$ cat src/verilog/fpcast_fmt_pkg.sv
// Format constants for the binary32 <-> 32-bit integer cast unit
// Only IEEE binary32 and 32-bit integers are supported
`default_nettype none

package fpcast_fmt_pkg;

  // ---------------------------------------------------------------------
  // Float and integer formats
  // ---------------------------------------------------------------------
  localparam int unsigned FP_WIDTH  = 32;
  localparam int unsigned EXP_BITS  = 8;
  localparam int unsigned MAN_BITS  = 23;
  localparam int unsigned BIAS      = 127;
  localparam int unsigned INT_WIDTH = 32;

  // ---------------------------------------------------------------------
  // Internal number representation
  // ---------------------------------------------------------------------
  // Mantissa holds the implicit bit or a whole integer
  localparam int unsigned MAN_INT_WIDTH = (MAN_BITS + 1 > INT_WIDTH) ? MAN_BITS + 1 : INT_WIDTH;
  localparam int unsigned LZC_WIDTH     = $clog2(MAN_INT_WIDTH);
  // Signed exponent, wide enough for the smallest subnormal
  localparam int unsigned EXP_INT_WIDTH = 10;

  localparam logic [FP_WIDTH-1:0] FP_QNAN = 32'h7FC0_0000;  // Canonical quiet NaN

endpackage

`default_nettype wire

$ cat src/verilog/fpcast_op_pkg.sv
// Opcodes, rounding modes, status flags and stage payloads of the cast unit
// DZ is kept for compatibility and is always 0 here
`default_nettype none

package fpcast_op_pkg;

  typedef enum logic {
    F2I = 1'b0,  // Float to integer
    I2F = 1'b1   // Integer to float
  } cast_op_e;

  typedef enum logic [2:0] {
    RNE = 3'b000,
    RTZ = 3'b001,
    RDN = 3'b010,
    RUP = 3'b011
  } round_mode_e;

  typedef struct packed {
    logic NV;  // Invalid
    logic DZ;  // Divide by zero
    logic OF;  // Overflow
    logic UF;  // Underflow
    logic NX;  // Inexact
  } status_t;

  typedef struct packed {
    logic is_zero;
    logic is_subnormal;
    logic is_inf;
    logic is_nan;
    logic is_signalling;
  } fp_info_t;

  // ---------------------------------------------------------------------
  // Stage payloads
  // ---------------------------------------------------------------------
  typedef struct packed {
    logic                                             sign;
    logic signed [fpcast_fmt_pkg::EXP_INT_WIDTH-1:0]  exp;      // Unbiased
    logic signed [fpcast_fmt_pkg::EXP_INT_WIDTH-1:0]  dst_exp;  // Rebiased for float
    logic        [fpcast_fmt_pkg::MAN_INT_WIDTH-1:0]  mant;     // Leading one at MSB
    logic                                             mant_zero;
    fp_info_t                                         info;
    cast_op_e                                         op;
    logic                                             is_unsigned;
    round_mode_e                                      rnd_mode;
  } norm_beat_t;

  typedef struct packed {
    logic                                 sign;
    logic [fpcast_fmt_pkg::EXP_BITS-1:0]  final_exp;
    logic [fpcast_fmt_pkg::INT_WIDTH-1:0] value;      // Integer or float mantissa
    logic [1:0]                           fp_rs;      // Round and sticky
    logic [1:0]                           int_rs;
    logic                                 of_before;
    logic                                 uf_before;
    fp_info_t                             info;
    logic                                 mant_zero;
    cast_op_e                             op;
    logic                                 is_unsigned;
    round_mode_e                          rnd_mode;
  } align_beat_t;

endpackage

`default_nettype wire

$ cat src/verilog/fpcast_stage_if.sv
// Valid/ready link between two pipeline stages
// A beat moves on a rising edge where valid and ready are both high
// The source keeps payload steady while valid is high and ready is low
`timescale 1ns/10ps
`default_nettype none

interface fpcast_stage_if #(
  parameter type payload_t = logic
);

  logic     valid;    // Source offers a beat
  payload_t payload;
  logic     ready;    // Sink takes the beat

  modport src (
    output valid,
    output payload,
    input  ready
  );

  modport dst (
    input  valid,
    input  payload,
    output ready
  );

endinterface

`default_nettype wire

$ cat src/verilog/fpcast_lzc.sv
// Leading-zero counter for the internal mantissa
// The count is 0 for an all-zero input; check empty_o first
`timescale 1ns/10ps
`default_nettype none

module fpcast_lzc (
  input  logic [fpcast_fmt_pkg::MAN_INT_WIDTH-1:0] in_i,
  output logic [fpcast_fmt_pkg::LZC_WIDTH-1:0]     cnt_o,
  output logic                                     empty_o
);

  // Scan upwards so the highest set bit wins
  always_comb begin
    cnt_o = '0;
    for (int i = 0; i < int'(fpcast_fmt_pkg::MAN_INT_WIDTH); i++) begin
      if (in_i[i]) begin
        cnt_o = fpcast_fmt_pkg::LZC_WIDTH'(fpcast_fmt_pkg::MAN_INT_WIDTH - 1 - i);
      end
    end
  end

  assign empty_o = ~(|in_i);

endmodule

`default_nettype wire

$ cat src/verilog/fpcast_normalize.sv
// Input stage: request register, classification and normalization
// Integers are two's complement unless unsigned_i is set
// Exponent is rebiased for binary32 whatever the direction
`timescale 1ns/10ps
`default_nettype none

module fpcast_normalize (
  input  logic                                clk_i,
  input  logic                                rst_n_i,
  input  logic                                in_valid_i,
  output logic                                in_ready_o,
  input  logic [fpcast_fmt_pkg::FP_WIDTH-1:0] operand_i,
  input  fpcast_op_pkg::cast_op_e             op_i,
  input  logic                                unsigned_i,
  input  fpcast_op_pkg::round_mode_e          rnd_mode_i,
  fpcast_stage_if.src                         out_o
);

  logic                                valid_q;
  logic [fpcast_fmt_pkg::FP_WIDTH-1:0] operand_q;
  fpcast_op_pkg::cast_op_e             op_q;
  logic                                unsigned_q;
  fpcast_op_pkg::round_mode_e          rnd_mode_q;

  // ---------------------------------------------------------------------
  // Input register
  // ---------------------------------------------------------------------
  assign in_ready_o = out_o.ready | ~valid_q;  // Slot empty or draining

  always_ff @(posedge clk_i) begin
    if (!rst_n_i) begin
      valid_q <= 1'b0;
    end else if (in_ready_o) begin
      valid_q <= in_valid_i;
    end
  end

  always_ff @(posedge clk_i) begin
    if (in_ready_o && in_valid_i) begin
      operand_q  <= operand_i;
      op_q       <= op_i;
      unsigned_q <= unsigned_i;
      rnd_mode_q <= rnd_mode_i;
    end
  end

  // ---------------------------------------------------------------------
  // Classification and integer magnitude
  // ---------------------------------------------------------------------
  logic [fpcast_fmt_pkg::EXP_BITS-1:0]      exp_field;
  logic [fpcast_fmt_pkg::MAN_BITS-1:0]      man_field;
  fpcast_op_pkg::fp_info_t                  info;
  logic                                     is_normal;
  logic                                     src_is_int;
  logic                                     int_sign;
  logic [fpcast_fmt_pkg::MAN_INT_WIDTH-1:0] int_value, int_mant, fp_mant, enc_mant;

  assign exp_field = operand_q[fpcast_fmt_pkg::FP_WIDTH-2 -: fpcast_fmt_pkg::EXP_BITS];
  assign man_field = operand_q[fpcast_fmt_pkg::MAN_BITS-1:0];

  assign info.is_zero       = (exp_field == '0) && (man_field == '0);
  assign info.is_subnormal  = (exp_field == '0) && (man_field != '0);
  assign info.is_inf        = (exp_field == '1) && (man_field == '0);
  assign info.is_nan        = (exp_field == '1) && (man_field != '0);
  assign info.is_signalling = info.is_nan & ~man_field[fpcast_fmt_pkg::MAN_BITS-1];
  assign is_normal          = (exp_field != '0) && (exp_field != '1);

  assign src_is_int = (op_q == fpcast_op_pkg::I2F);
  assign int_value  = fpcast_fmt_pkg::MAN_INT_WIDTH'(operand_q);
  assign int_sign   = int_value[fpcast_fmt_pkg::MAN_INT_WIDTH-1] & ~unsigned_q;
  assign int_mant   = int_sign ? -int_value : int_value;  // Magnitude
  assign fp_mant    = fpcast_fmt_pkg::MAN_INT_WIDTH'({is_normal, man_field});
  assign enc_mant   = src_is_int ? int_mant : fp_mant;

  // ---------------------------------------------------------------------
  // Renormalization
  // ---------------------------------------------------------------------
  logic [fpcast_fmt_pkg::LZC_WIDTH-1:0]            shamt;
  logic                                            mant_zero;
  logic signed [fpcast_fmt_pkg::EXP_INT_WIDTH-1:0] fp_exp, int_exp, unb_exp;
  fpcast_op_pkg::norm_beat_t                       beat;

  fpcast_lzc i_lzc (
    .in_i    (enc_mant),
    .cnt_o   (shamt),
    .empty_o (mant_zero)
  );

  // Float mantissa sits at the LSB end, so add back the padding width
  assign fp_exp = fpcast_fmt_pkg::EXP_INT_WIDTH'(exp_field)
                + fpcast_fmt_pkg::EXP_INT_WIDTH'(info.is_subnormal)
                - fpcast_fmt_pkg::EXP_INT_WIDTH'(fpcast_fmt_pkg::BIAS)
                - fpcast_fmt_pkg::EXP_INT_WIDTH'(shamt)
                + fpcast_fmt_pkg::EXP_INT_WIDTH'(fpcast_fmt_pkg::MAN_INT_WIDTH - 1
                                                 - fpcast_fmt_pkg::MAN_BITS);
  assign int_exp = fpcast_fmt_pkg::EXP_INT_WIDTH'(fpcast_fmt_pkg::MAN_INT_WIDTH - 1)
                 - fpcast_fmt_pkg::EXP_INT_WIDTH'(shamt);
  assign unb_exp = src_is_int ? int_exp : fp_exp;

  always_comb begin
    beat.sign        = src_is_int ? int_sign : operand_q[fpcast_fmt_pkg::FP_WIDTH-1];
    beat.exp         = unb_exp;
    beat.dst_exp     = unb_exp + fpcast_fmt_pkg::EXP_INT_WIDTH'(fpcast_fmt_pkg::BIAS);
    beat.mant        = enc_mant << shamt;
    beat.mant_zero   = mant_zero;
    beat.info        = info;
    beat.op          = op_q;
    beat.is_unsigned = unsigned_q;
    beat.rnd_mode    = rnd_mode_q;
  end

  assign out_o.valid   = valid_q;
  assign out_o.payload = beat;

endmodule

`default_nettype wire

$ cat src/verilog/fpcast_align.sv
// Middle stage: range checks and the denormalizing shift
// Unsigned integers have one more bit of range than signed ones
`timescale 1ns/10ps
`default_nettype none

module fpcast_align (
  input  logic        clk_i,
  input  logic        rst_n_i,
  fpcast_stage_if.dst in_i,
  fpcast_stage_if.src out_o
);

  logic                      valid_q;
  fpcast_op_pkg::norm_beat_t beat_q;

  assign in_i.ready = out_o.ready | ~valid_q;

  always_ff @(posedge clk_i) begin
    if (!rst_n_i) begin
      valid_q <= 1'b0;
    end else if (in_i.ready) begin
      valid_q <= in_i.valid;
    end
  end

  always_ff @(posedge clk_i) begin
    if (in_i.ready && in_i.valid) begin
      beat_q <= in_i.payload;
    end
  end

  // ---------------------------------------------------------------------
  // Range checks before rounding
  // ---------------------------------------------------------------------
  logic                                            dst_is_int;
  logic signed [fpcast_fmt_pkg::EXP_INT_WIDTH-1:0] int_limit;
  logic        [fpcast_fmt_pkg::EXP_INT_WIDTH-1:0] denorm_shamt;
  logic        [fpcast_fmt_pkg::EXP_BITS-1:0]      final_exp;
  logic        [2*fpcast_fmt_pkg::MAN_INT_WIDTH:0] preshift_mant, dest_mant;
  logic                                            of_before, uf_before;

  assign dst_is_int = (beat_q.op == fpcast_op_pkg::F2I);
  assign int_limit  = fpcast_fmt_pkg::EXP_INT_WIDTH'(fpcast_fmt_pkg::INT_WIDTH - 1)
                    + fpcast_fmt_pkg::EXP_INT_WIDTH'(beat_q.is_unsigned);

  always_comb begin
    final_exp     = beat_q.dst_exp[fpcast_fmt_pkg::EXP_BITS-1:0];
    preshift_mant = {beat_q.mant, {(fpcast_fmt_pkg::MAN_INT_WIDTH + 1){1'b0}}};
    denorm_shamt  = '0;
    of_before     = 1'b0;
    uf_before     = 1'b0;
    if (dst_is_int) begin
      denorm_shamt = fpcast_fmt_pkg::EXP_INT_WIDTH'(fpcast_fmt_pkg::INT_WIDTH - 1)
                   - beat_q.exp;                  // Binary point to integer position
      if (beat_q.exp >= int_limit) begin
        denorm_shamt = '0;
        of_before    = 1'b1;
      end else if (beat_q.exp < -1) begin
        denorm_shamt = fpcast_fmt_pkg::EXP_INT_WIDTH'(fpcast_fmt_pkg::INT_WIDTH + 1);
        uf_before    = 1'b1;                      // Everything lands in sticky
      end
    end else begin
      if (beat_q.dst_exp >= int'(2**fpcast_fmt_pkg::EXP_BITS - 1)) begin
        final_exp     = fpcast_fmt_pkg::EXP_BITS'(2**fpcast_fmt_pkg::EXP_BITS - 2);
        preshift_mant = '1;                       // Largest normal with R and S set
        of_before     = 1'b1;
      end else if (beat_q.dst_exp < 1) begin
        final_exp = '0;                           // Subnormal result
        uf_before = 1'b1;
        if (beat_q.dst_exp >= -int'(fpcast_fmt_pkg::MAN_BITS)) begin
          denorm_shamt = fpcast_fmt_pkg::EXP_INT_WIDTH'(1 - beat_q.dst_exp);
        end else begin
          denorm_shamt = fpcast_fmt_pkg::EXP_INT_WIDTH'(fpcast_fmt_pkg::MAN_BITS + 2);
        end
      end
    end
  end

  // ---------------------------------------------------------------------
  // Shift and round/sticky extraction
  // ---------------------------------------------------------------------
  logic [fpcast_fmt_pkg::MAN_BITS-1:0]  final_mant;
  logic [fpcast_fmt_pkg::INT_WIDTH-1:0] final_int;
  logic [1:0]                           fp_rs, int_rs;
  fpcast_op_pkg::align_beat_t           beat;

  assign dest_mant = preshift_mant >> denorm_shamt;

  // Float drops the implicit bit at the top
  assign {final_mant, fp_rs[1]} =
      dest_mant[2*fpcast_fmt_pkg::MAN_INT_WIDTH-1 -: fpcast_fmt_pkg::MAN_BITS+1];
  assign {final_int, int_rs[1]} =
      dest_mant[2*fpcast_fmt_pkg::MAN_INT_WIDTH -: fpcast_fmt_pkg::INT_WIDTH+1];
  assign fp_rs[0]  = |dest_mant[2*fpcast_fmt_pkg::MAN_INT_WIDTH-fpcast_fmt_pkg::MAN_BITS-2:0];
  assign int_rs[0] = |dest_mant[2*fpcast_fmt_pkg::MAN_INT_WIDTH-fpcast_fmt_pkg::INT_WIDTH-1:0];

  always_comb begin
    beat.sign        = beat_q.sign;
    beat.final_exp   = final_exp;
    beat.value       = dst_is_int ? final_int : fpcast_fmt_pkg::INT_WIDTH'(final_mant);
    beat.fp_rs       = fp_rs;
    beat.int_rs      = int_rs;
    beat.of_before   = of_before;
    beat.uf_before   = uf_before;
    beat.info        = beat_q.info;
    beat.mant_zero   = beat_q.mant_zero;
    beat.op          = beat_q.op;
    beat.is_unsigned = beat_q.is_unsigned;
    beat.rnd_mode    = beat_q.rnd_mode;
  end

  assign out_o.valid   = valid_q;
  assign out_o.payload = beat;

endmodule

`default_nettype wire

$ cat src/verilog/fpcast_round.sv
// Output stage: rounding, special results and status flags
// result_o and status_o hold while out_ready_i is low
// Integer results saturate and raise NV on overflow or NaN input
`timescale 1ns/10ps
`default_nettype none

module fpcast_round (
  input  logic                                clk_i,
  input  logic                                rst_n_i,
  fpcast_stage_if.dst                         in_i,
  output logic                                out_valid_o,
  input  logic                                out_ready_i,
  output logic [fpcast_fmt_pkg::FP_WIDTH-1:0] result_o,
  output fpcast_op_pkg::status_t              status_o
);

  logic                       valid_q;
  fpcast_op_pkg::align_beat_t beat_q;

  assign in_i.ready  = out_ready_i | ~valid_q;
  assign out_valid_o = valid_q;

  always_ff @(posedge clk_i) begin
    if (!rst_n_i) begin
      valid_q <= 1'b0;
    end else if (in_i.ready) begin
      valid_q <= in_i.valid;
    end
  end

  always_ff @(posedge clk_i) begin
    if (in_i.ready && in_i.valid) begin
      beat_q <= in_i.payload;
    end
  end

  // ---------------------------------------------------------------------
  // Rounding
  // ---------------------------------------------------------------------
  logic                                dst_is_int, src_is_int;
  logic [fpcast_fmt_pkg::FP_WIDTH-1:0] pre_round_abs, rounded_abs;
  logic [1:0]                          rs;
  logic                                round_up;

  assign dst_is_int    = (beat_q.op == fpcast_op_pkg::F2I);
  assign src_is_int    = (beat_q.op == fpcast_op_pkg::I2F);
  assign pre_round_abs = dst_is_int ? beat_q.value
                       : {1'b0, beat_q.final_exp, beat_q.value[fpcast_fmt_pkg::MAN_BITS-1:0]};
  assign rs            = dst_is_int ? beat_q.int_rs : beat_q.fp_rs;

  always_comb begin
    case (beat_q.rnd_mode)
      fpcast_op_pkg::RNE: round_up = rs[1] & (rs[0] | pre_round_abs[0]);  // Ties to even
      fpcast_op_pkg::RTZ: round_up = 1'b0;
      fpcast_op_pkg::RDN: round_up = (|rs) & beat_q.sign;
      fpcast_op_pkg::RUP: round_up = (|rs) & ~beat_q.sign;
      default:            round_up = 1'b0;
    endcase
  end

  assign rounded_abs = pre_round_abs + fpcast_fmt_pkg::FP_WIDTH'(round_up);

  // ---------------------------------------------------------------------
  // Float result
  // ---------------------------------------------------------------------
  logic                                of_after, uf_after;
  logic                                fp_special;
  logic [fpcast_fmt_pkg::FP_WIDTH-1:0] fp_result;
  fpcast_op_pkg::status_t              fp_status;

  assign uf_after = rounded_abs[fpcast_fmt_pkg::FP_WIDTH-2 -: fpcast_fmt_pkg::EXP_BITS] == '0;
  assign of_after = rounded_abs[fpcast_fmt_pkg::FP_WIDTH-2 -: fpcast_fmt_pkg::EXP_BITS] == '1;

  // Zero and NaN are special only when the source is a float
  assign fp_special = ~src_is_int & (beat_q.info.is_zero | beat_q.info.is_nan);

  always_comb begin
    if (fp_special) begin
      fp_result = beat_q.info.is_zero ? {beat_q.sign, {(fpcast_fmt_pkg::FP_WIDTH-1){1'b0}}}
                                      : fpcast_fmt_pkg::FP_QNAN;
      fp_status    = '0;
      fp_status.NV = beat_q.info.is_signalling;
    end else begin
      fp_result = (src_is_int & beat_q.mant_zero) ? '0  // Integer zero gives +0.0
                : {beat_q.sign, rounded_abs[fpcast_fmt_pkg::FP_WIDTH-2:0]};
      fp_status.NV = src_is_int & (beat_q.of_before | of_after);
      fp_status.DZ = 1'b0;
      fp_status.OF = ~src_is_int & ~beat_q.info.is_inf & (beat_q.of_before | of_after);
      fp_status.NX = (|beat_q.fp_rs)
                   | (~src_is_int & ~beat_q.info.is_inf & (beat_q.of_before | of_after));
      fp_status.UF = beat_q.uf_before & uf_after & fp_status.NX;  // Tiny after rounding
    end
  end

  // ---------------------------------------------------------------------
  // Integer result
  // ---------------------------------------------------------------------
  logic [fpcast_fmt_pkg::INT_WIDTH-1:0] int_res, sat_res, int_result;
  logic                                 int_special;
  fpcast_op_pkg::status_t               int_status;

  assign int_res = beat_q.sign ? -rounded_abs : rounded_abs;  // Two's complement

  // Positive max, or its inverse for negative values other than NaN
  assign sat_res = {(fpcast_fmt_pkg::INT_WIDTH){beat_q.sign & ~beat_q.info.is_nan}}
                 ^ {beat_q.is_unsigned, {(fpcast_fmt_pkg::INT_WIDTH-1){1'b1}}};

  assign int_special = beat_q.info.is_nan | beat_q.info.is_inf | beat_q.of_before
                     | (beat_q.sign & beat_q.is_unsigned & (int_res != '0));

  always_comb begin
    int_status = '0;
    if (int_special) begin
      int_result    = sat_res;
      int_status.NV = 1'b1;
    end else begin
      int_result    = int_res;
      int_status.NX = |beat_q.int_rs;
    end
  end

  assign result_o = dst_is_int ? int_result : fp_result;
  assign status_o = dst_is_int ? int_status : fp_status;

endmodule

`default_nettype wire

$ cat src/verilog/fpcast_top.sv
// Pipelined cast between IEEE binary32 and 32-bit integers
// Three register slots, one beat per cycle, ready is combinational
// Results appear three cycles after a beat is accepted
`timescale 1ns/10ps
`default_nettype none

module fpcast_top (
  input  logic                                clk_i,
  input  logic                                rst_n_i,
  // Request side
  input  logic                                in_valid_i,
  output logic                                in_ready_o,
  input  logic [fpcast_fmt_pkg::FP_WIDTH-1:0] operand_i,
  input  fpcast_op_pkg::cast_op_e             op_i,
  input  logic                                unsigned_i,
  input  fpcast_op_pkg::round_mode_e          rnd_mode_i,
  // Response side
  output logic                                out_valid_o,
  input  logic                                out_ready_i,
  output logic [fpcast_fmt_pkg::FP_WIDTH-1:0] result_o,
  output fpcast_op_pkg::status_t              status_o,
  output logic                                busy_o
);

  fpcast_stage_if #(.payload_t(fpcast_op_pkg::norm_beat_t))  norm2align ();
  fpcast_stage_if #(.payload_t(fpcast_op_pkg::align_beat_t)) align2round ();

  fpcast_normalize i_normalize (
    .clk_i      (clk_i),
    .rst_n_i    (rst_n_i),
    .in_valid_i (in_valid_i),
    .in_ready_o (in_ready_o),
    .operand_i  (operand_i),
    .op_i       (op_i),
    .unsigned_i (unsigned_i),
    .rnd_mode_i (rnd_mode_i),
    .out_o      (norm2align.src)
  );

  fpcast_align i_align (
    .clk_i   (clk_i),
    .rst_n_i (rst_n_i),
    .in_i    (norm2align.dst),
    .out_o   (align2round.src)
  );

  fpcast_round i_round (
    .clk_i       (clk_i),
    .rst_n_i     (rst_n_i),
    .in_i        (align2round.dst),
    .out_valid_o (out_valid_o),
    .out_ready_i (out_ready_i),
    .result_o    (result_o),
    .status_o    (status_o)
  );

  // Each link valid is the slot valid of the stage driving it
  assign busy_o = norm2align.valid | align2round.valid | out_valid_o;

endmodule

`default_nettype wire

$ cat config.mk
export PLATFORM = sky130hd
export DESIGN_NAME = fpcast_top
export DESIGN_NICKNAME = d
export VERILOG_FILES = /design/src/verilog/fpcast_fmt_pkg.sv /design/src/verilog/fpcast_op_pkg.sv /design/src/verilog/fpcast_stage_if.sv /design/src/verilog/fpcast_lzc.sv /design/src/verilog/fpcast_normalize.sv /design/src/verilog/fpcast_align.sv /design/src/verilog/fpcast_round.sv /design/src/verilog/fpcast_top.sv
export SDC_FILE = /design/constraint.sdc
export NUM_CORES = 1
export LEC_CHECK = 0
export BUFFER_PORTS_ARGS = -buffer_cell sky130_fd_sc_hd__buf_4
export CORE_ASPECT_RATIO = 1.25
export CORE_MARGIN = 4
export CORE_UTILIZATION = 29
export DETAILED_ROUTE_END_ITERATION = 10
export PLACE_DENSITY_LB_ADDON = 0.05
export RECOVER_POWER = 100
export SETUP_SLACK_MARGIN = 0.2
export SLEW_MARGIN = 40
export SYNTH_ARGS = -nofsm -noshare
export SYNTH_HDL_FRONTEND = slang
export SYNTH_SLANG_ARGS = --single-unit
export TNS_END_PERCENT = 20
$ cat constraint.sdc
create_clock -name clk_i -period 13 [get_ports clk_i]
set_input_delay 0.65 -clock clk_i [delete_from_list [all_inputs] [get_ports clk_i]]
set_output_delay 0.65 -clock clk_i [all_outputs]
set_load 0.005 [all_outputs]
# Word level (Yosys, flattened, before mapping)
# Cells that the tools add are included.
# word_totals
ff_bits	160
wordCells	187
# op_classes
addsub	12
magnitude_cmp	5
n_eq_ne	5
n_shift	2
n_mux	69
bitwise	38
reduce_logical	21
# ops
cell	n
$mux 32	9
$mux 5	34
$mux 65	2
$mux 10	7
$shr 65x10->65	1
$neg 32->32	2
$reduce_or 32->1	2
$reduce_or 40->1	1
$add 32x1->32	1
$reduce_bool 32->1	1
$shl 32x5->32	1
$xor 32x32->32	1
$mux 8	3
$logic_not 23->1	1
$mux 23	1
$reduce_bool 23->1	1
$eq 8x8->1 const B	2
$logic_not 8->1	2
$and 1x1->1	15
$or 1x1->1	12
$mux 1	11
$add 10x4->10 const B	1
$add 10x7->10 const B	1
$ge 10x6->1 const B	1
other kinds (20)	39

# Depth between registers and ports, before layout
# logic_depth
word_depth	40
ltp_mapped	27

# Modules after synthesis
# From an unflattened synthesis, not the netlist that was laid out.
# hier_totals
cells_unflattened	1892
area_unflattened_um2	15991.6
# by_module_without_submodules
module	n_inst	cells_each	area_each_um2	seq_area_each_um2
fpcast_align	1	712	6103.4	1941.9
fpcast_round	1	549	4877.2	1671.6
fpcast_normalize	1	561	4624.4	1131.1
fpcast_lzc	1	69	380.4	0.0
fpcast_top	1	1	6.3	0.0

# Least setup slack after synthesis
# Ideal clock, no wire load.
# synth_path
path_type	flip-flop to output port
startpoint	register i_round.beat_q[57] (netlist name)
endpoint	output result_o[10] (netlist name)
arrival_ns	5.901
t_required_ns	12.350
path_slack_ns	6.449
path_stages_with_launch	24
cell_sequence	edfxtp_1 clkbuf_1 clkbuf_1 clkbuf_1 clkbuf_1 nor2b_1 nor3_1 a21oi_1 nor3_1 ha_1 ha_1 buf_2 and2_1 a21oi_1 o32ai_2 nand4_1 clkbuf_1 or4b_2 a211oi_1 o221ai_1 or3_1 o41a_1 or4b_1 o211ai_1
# synth_between
elab_chain_len	11
word_cells_on_any_way	17
cone_classes	add/sub: 2; mux: 6; bitwise: 8; reduce/logical: 1
# synth_lines
element	line_no	source
from (decl)	fpcast_round.sv:18	fpcast_op_pkg::align_beat_t beat_q;
from (signal assigned)	fpcast_round.sv:33	beat_q <= in_i.payload;
$not 1->1	fpcast_round.sv:56	fpcast_op_pkg::RUP: round_up = (|rs) & ~beat_q.sign;
$and 1x1->1	fpcast_round.sv:56	
$pmux 1 s3	fpcast_round.sv:52	case (beat_q.rnd_mode)
$add 32x1->32	fpcast_round.sv:61	assign rounded_abs = pre_round_abs + fpcast_fmt_pkg::FP_WIDTH'(round_up);
$neg 32->32	fpcast_round.sv:102	assign int_res = beat_q.sign ? -rounded_abs : rounded_abs;
$mux 32	fpcast_round.sv:102	
$reduce_bool 32->1	fpcast_round.sv:109	| (beat_q.sign & beat_q.is_unsigned & (int_res != '0));
$and 1x1->1	fpcast_round.sv:109	
$or 1x1->1	fpcast_round.sv:109	
$mux 32	fpcast_round.sv:113	if (int_special) begin
$mux 32 *	fpcast_round.sv:122	assign result_o = dst_is_int ? int_result : fp_result;
to (decl)	fpcast_top.sv:20	output logic [fpcast_fmt_pkg::FP_WIDTH-1:0] result_o,
# Mark *: on every way between the ends. The rest lies on a longest branch, timed or not.

# Worst setup path after layout
# layout_path
startpoint	register i_round.beat_q, in the netlist i_round.src_is_int
endpoint	output result_o[17] (netlist name)
# layout_between
elab_chain_len	12
word_cells_on_any_way	21
cone_classes	add/sub: 2; mux: 8; bitwise: 9; reduce/logical: 2
# layout_lines
element	line_no	source
$mux 2	fpcast_round.sv:49	assign rs = dst_is_int ? beat_q.int_rs : beat_q.fp_rs;
$reduce_or 2->1 / $or 1x1->1 (equally long branches)	fpcast_round.sv:55, fpcast_round.sv:56, fpcast_round.sv:53	
$and 1x1->1, on equally long branches	fpcast_round.sv:56, fpcast_round.sv:53, fpcast_round.sv:55	
$pmux 1 s3	fpcast_round.sv:52	
$add 32x1->32	fpcast_round.sv:61	
$neg 32->32	fpcast_round.sv:102	
$mux 32	fpcast_round.sv:102	
$reduce_bool 32->1	fpcast_round.sv:109	
$and 1x1->1	fpcast_round.sv:109	
$or 1x1->1	fpcast_round.sv:109	
$mux 32	fpcast_round.sv:113	
$mux 32 *	fpcast_round.sv:122	
# Marked as above.

==> summary.md <==
| Metric | Value |
|---|---|
| Vias per cell | `6.09` |
| Synth Flop Type | `edfxtp_1` |
| Post-Synth Adder-Cell Area | `2.27%` |
| Global-route wire length before repair | `96.3 mm` |
| Worst-margin pin slew | `3.46 ns` |
| Final Hold Fails | `0` |
| DP HPWL | `50.1 mm` |
| RSZ-0062 raised after global routing | `false` |
| Yosys cell types | `106` |
| Pwr dens | `122 nW/um2` |
| Final critical-path required period | `9.85 ns` |
| Detailed-route via count | `16.2k` |
| I/O Buffers | `78` |
| Post-CTS Setup Bufs | `0` |
| Layout net count | `1992` |
| Synthesis-to-finish area growth | `11.2%` |
| Worst reg-to-reg setup slack | `3.81 ns` |
| Die area | `58300 um2` |
| Syn Inst Count | `1925` |
| DR pass1 iterations | `6` |
| XOR/XNOR share of the synthesized area | `5.76%` |
| WS Path Type | `reg2out` |
| Multiplexer area fraction after synthesis | `4.25%` |
| Largest family of logic cells by synthesized area | `compound AO/OA/AOI/OAI gates` |
| # rows | `95` |
| CTS clk-pin slew, worst paths | `0.08 ns` |
| CP Capture Type | `output port` |
| CTS resizes | `0` |
| Post-synthesis compound-gate area fraction | `30.3%` |
| Post-synthesis sequential area ratio | `29.5%` |
| Final Max Tran Viols | `273` |
| Vias in the first global route | `16.0k` |
| Drt wl/cell | `24.0 um` |
| Worst slew margin | `-131%` |
| Register-to-Register Path Depth | `24` |
| Post-synth EDFFs | `153` |
| CTS Buf Count | `17` |
| Boundary Pins | `81` |
| Worst skew pair latency | `0.47 ns` |
| Antenna Violating Nets Remaining | `0` |
| Die H | `269 um` |
| Antenna Cells | `0` |
| Crit path from | `i_round.src_is_int` |
| Worst Hold Class | `in2reg` |
| DRC | `0` |
| Yosys reg bits | `156` |
| GR Overflow Total | `0` |
| RePlAce Congestion | `0.902` |
| Fin crit share | `75.8%` |
| Crit path arrival time | `9.20 ns` |
| Share of cells above drive strength 1 | `9.81%` |
| Worst Path Max Fanout | `38` |
| Worst r2r dst | `i_align.beat_q[52]` |
| CTS root buffer | `clkbuf_16` |
| Worst EP required | `12.35 ns` |
| Synth async-reset ratio | `0%` |
| Drt first-iter violations | `1463` |
| Worst slack, placed | `5.79 ns` |
| LEAKAGE | `5.91 nW` |
| H-tree depth | `4` |
| Max-Cap Viols | `6` |
| Initial Util | `29.3%` |
| PnR worst setup slack | `3.15 ns` |
| Core Area | `53800 um2` |
| Setup violations, final | `0` |
| Antenna violations before repair | `0` |
| Clock sink count | `156` |
| Die Width | `217 um` |
| Violated checks | `max-capacitance violations, max-slew violations` |
| CTS tree | `done` |
| Cell Area, Synth | `15800 um2` |
| Status | `finished, violations left` |
| Nature of the critical path startpoint | `flip-flop` |
| Max Clk Rate | `0.102 GHz` |
| Synth Warn # | `0` |
| Setup TNS | `0 ns` |
| Largest buffer count on any clock path | `2` |
| CP endpoint | `result_o[17]` |
| Post-Synth Simple-Gate Area | `23.0%` |
| Largest net degree at the start of global routing | `62` |
| GRT Util Overall | `21.1%` |
| # hold bufs at CTS | `0` |
| RR Startpoint | `i_normalize.op_q` |
| Syn avg cell area | `8.21 um2` |
| Worst Skew | `0.0215 ns` |
| Worst vdd ir | `0.0000972 V` |
| Drt total wl | `63.8 mm` |
## worst min-delay path by stage
| stage | slack, ns | startpoint | cells past startpoint | end |
|---|---|---|---|---|
| finish | 0.38 | operand_i[7] | 1 | i_normalize.int_value[7] |
| CTS | 0.33 | operand_i[7] | 1 | i_normalize.int_value[7] |
| global placement | 0.41 | i_align.out_o.payload[5] | 0 | i_round.beat_q[5] |
| floorplan | 0.40 | i_normalize.rnd_mode_q[0] | 0 | i_align.out_o.payload[0] |
| global route | 0.36 | operand_i[8] | 1 | i_normalize.int_value[8] |
| detailed placement | 0.41 | i_align.out_o.payload[0] | 0 | i_round.beat_q[0] |
## registers in the layout, summed over array words and instances (netlist names)
name / count
i_normalize.out_o.valid: 1
i_round.src_is_int: 1
i_normalize.int_value: 32
i_round.out_valid_o: 1
i_normalize.op_q: 1
i_align.out_o.payload: 9
i_normalize.unsigned_q: 1
i_round.beat_q: 54
i_align.out_o.valid: 1
i_align.beat_q: 52
i_normalize.rnd_mode_q: 3
## cell usage after synthesis (37+ instances only)
master / count / area, um2
a211oi_1: 49 / 368
a21oi_1: 98 / 490
a22oi_1: 37 / 278
clkbuf_1: 101 / 379
edfxtp_1: 153 / 4590
inv_1: 54 / 203
mux2i_1: 57 / 571
nand2_1: 135 / 507
nand3_1: 67 / 335
nor2_1: 186 / 698
nor3_1: 69 / 345
nor4_1: 42 / 263
o211ai_1: 55 / 413
o21ai_0: 120 / 601
o22ai_1: 37 / 231
xnor2_1: 69 / 604
## cells by family after synthesis
kind of cell,Yosys count
compound gates,677
fa+ha+maj,28
flops,156
buf+inv,193
xor+xnor,103
mux,66
other cells,1
simple gates,701
## area by class of cell
type	count	area, um2
clock buffers	18	429
clock inverters	14	159
fillers	5779	36300
inverters	57	214
multi-input cells	1577	10400
flip-flops and latches	156	4650
well taps	727	910
repair buffers	114	792
## worst max-delay path, stage by stage (launching register included)
cell and delay, ns:
edfxtp_1 0.36, clkbuf_1 1.38, o211ai_1 0.18, o21ai_0 0.16
nor2_1 0.07, nor3_1 0.17, a21oi_1 0.06, nor3_1 0.18
ha_1 0.21, ha_1 0.41, and2_1 0.19, a21oi_1 0.09
o32ai_1 0.86, nand4_1 0.53, or3_1 0.55, or4_1 0.50
o21ba_1 0.25, a211oi_1 0.05, or4b_4 0.50, o41ai_1 0.97
nand2_1 0.49, o21ai_0 0.42, buf_4 0.18
## per-stage QoR
stage,hold slack (ns),total power [mW],cells,util (%),cell area (um2)
after floorplan,0.400,1.31,1926,-,15800
after global placement,0.406,1.63,2627,31.7,17100
after detailed placement,0.406,1.63,2631,31.8,17100
after CTS,0.329,2.16,2663,32.9,17700
after global routing,0.364,2.26,2663,32.6,17600
final,0.377,2.14,2663,32.6,17600
## routing by layer
metal  global-route usage (%)  up-vias  share of wire (%)
met5                        0        -                  0
met4                     8.55        0                4.3
met3                     1.89      149                3.7
met2                     42.1      533                 55
met1                     22.8     7955                 37
li1                         -     7579                  -
## cell usage in the layout, fill, tap and decap left out, types with 16 or more instances in the layout
| master | count |
|---|---|
| buf_4 | 45 |
| a22oi_1 | 36 |
| clkbuf_4 | 50 |
| inv_1 | 54 |
| a32oi_1 | 24 |
| a211oi_1 | 49 |
| ha_1 | 27 |
| clkbuf_1 | 19 |
| a21o_1 | 16 |
| o21ai_0 | 120 |
| a21oi_1 | 99 |
| nand2b_1 | 22 |
| a31oi_1 | 34 |
| o211ai_1 | 55 |
| nand4_1 | 35 |
| nor4_1 | 42 |
| o211a_1 | 22 |
| mux2i_1 | 57 |
| nor2_1 | 186 |
| nor3_1 | 67 |
| clkbuf_16 | 17 |
| nand2_1 | 135 |
| o22ai_1 | 37 |
| and3_1 | 16 |
| nand3_1 | 67 |
| xnor2_1 | 69 |
| or3_1 | 20 |
| xor2_1 | 33 |
| o31ai_1 | 22 |
| edfxtp_1 | 153 |
| a221oi_1 | 19 |
## report_power, final
part	internal (mW)	total, mW	switching (mW)
Combinational	0.307	0.936	0.629
Clock	0.287	0.516	0.229
Sequential	0.630	0.688	0.0585
No activity file was read; power rests on OpenSTA's default activity.
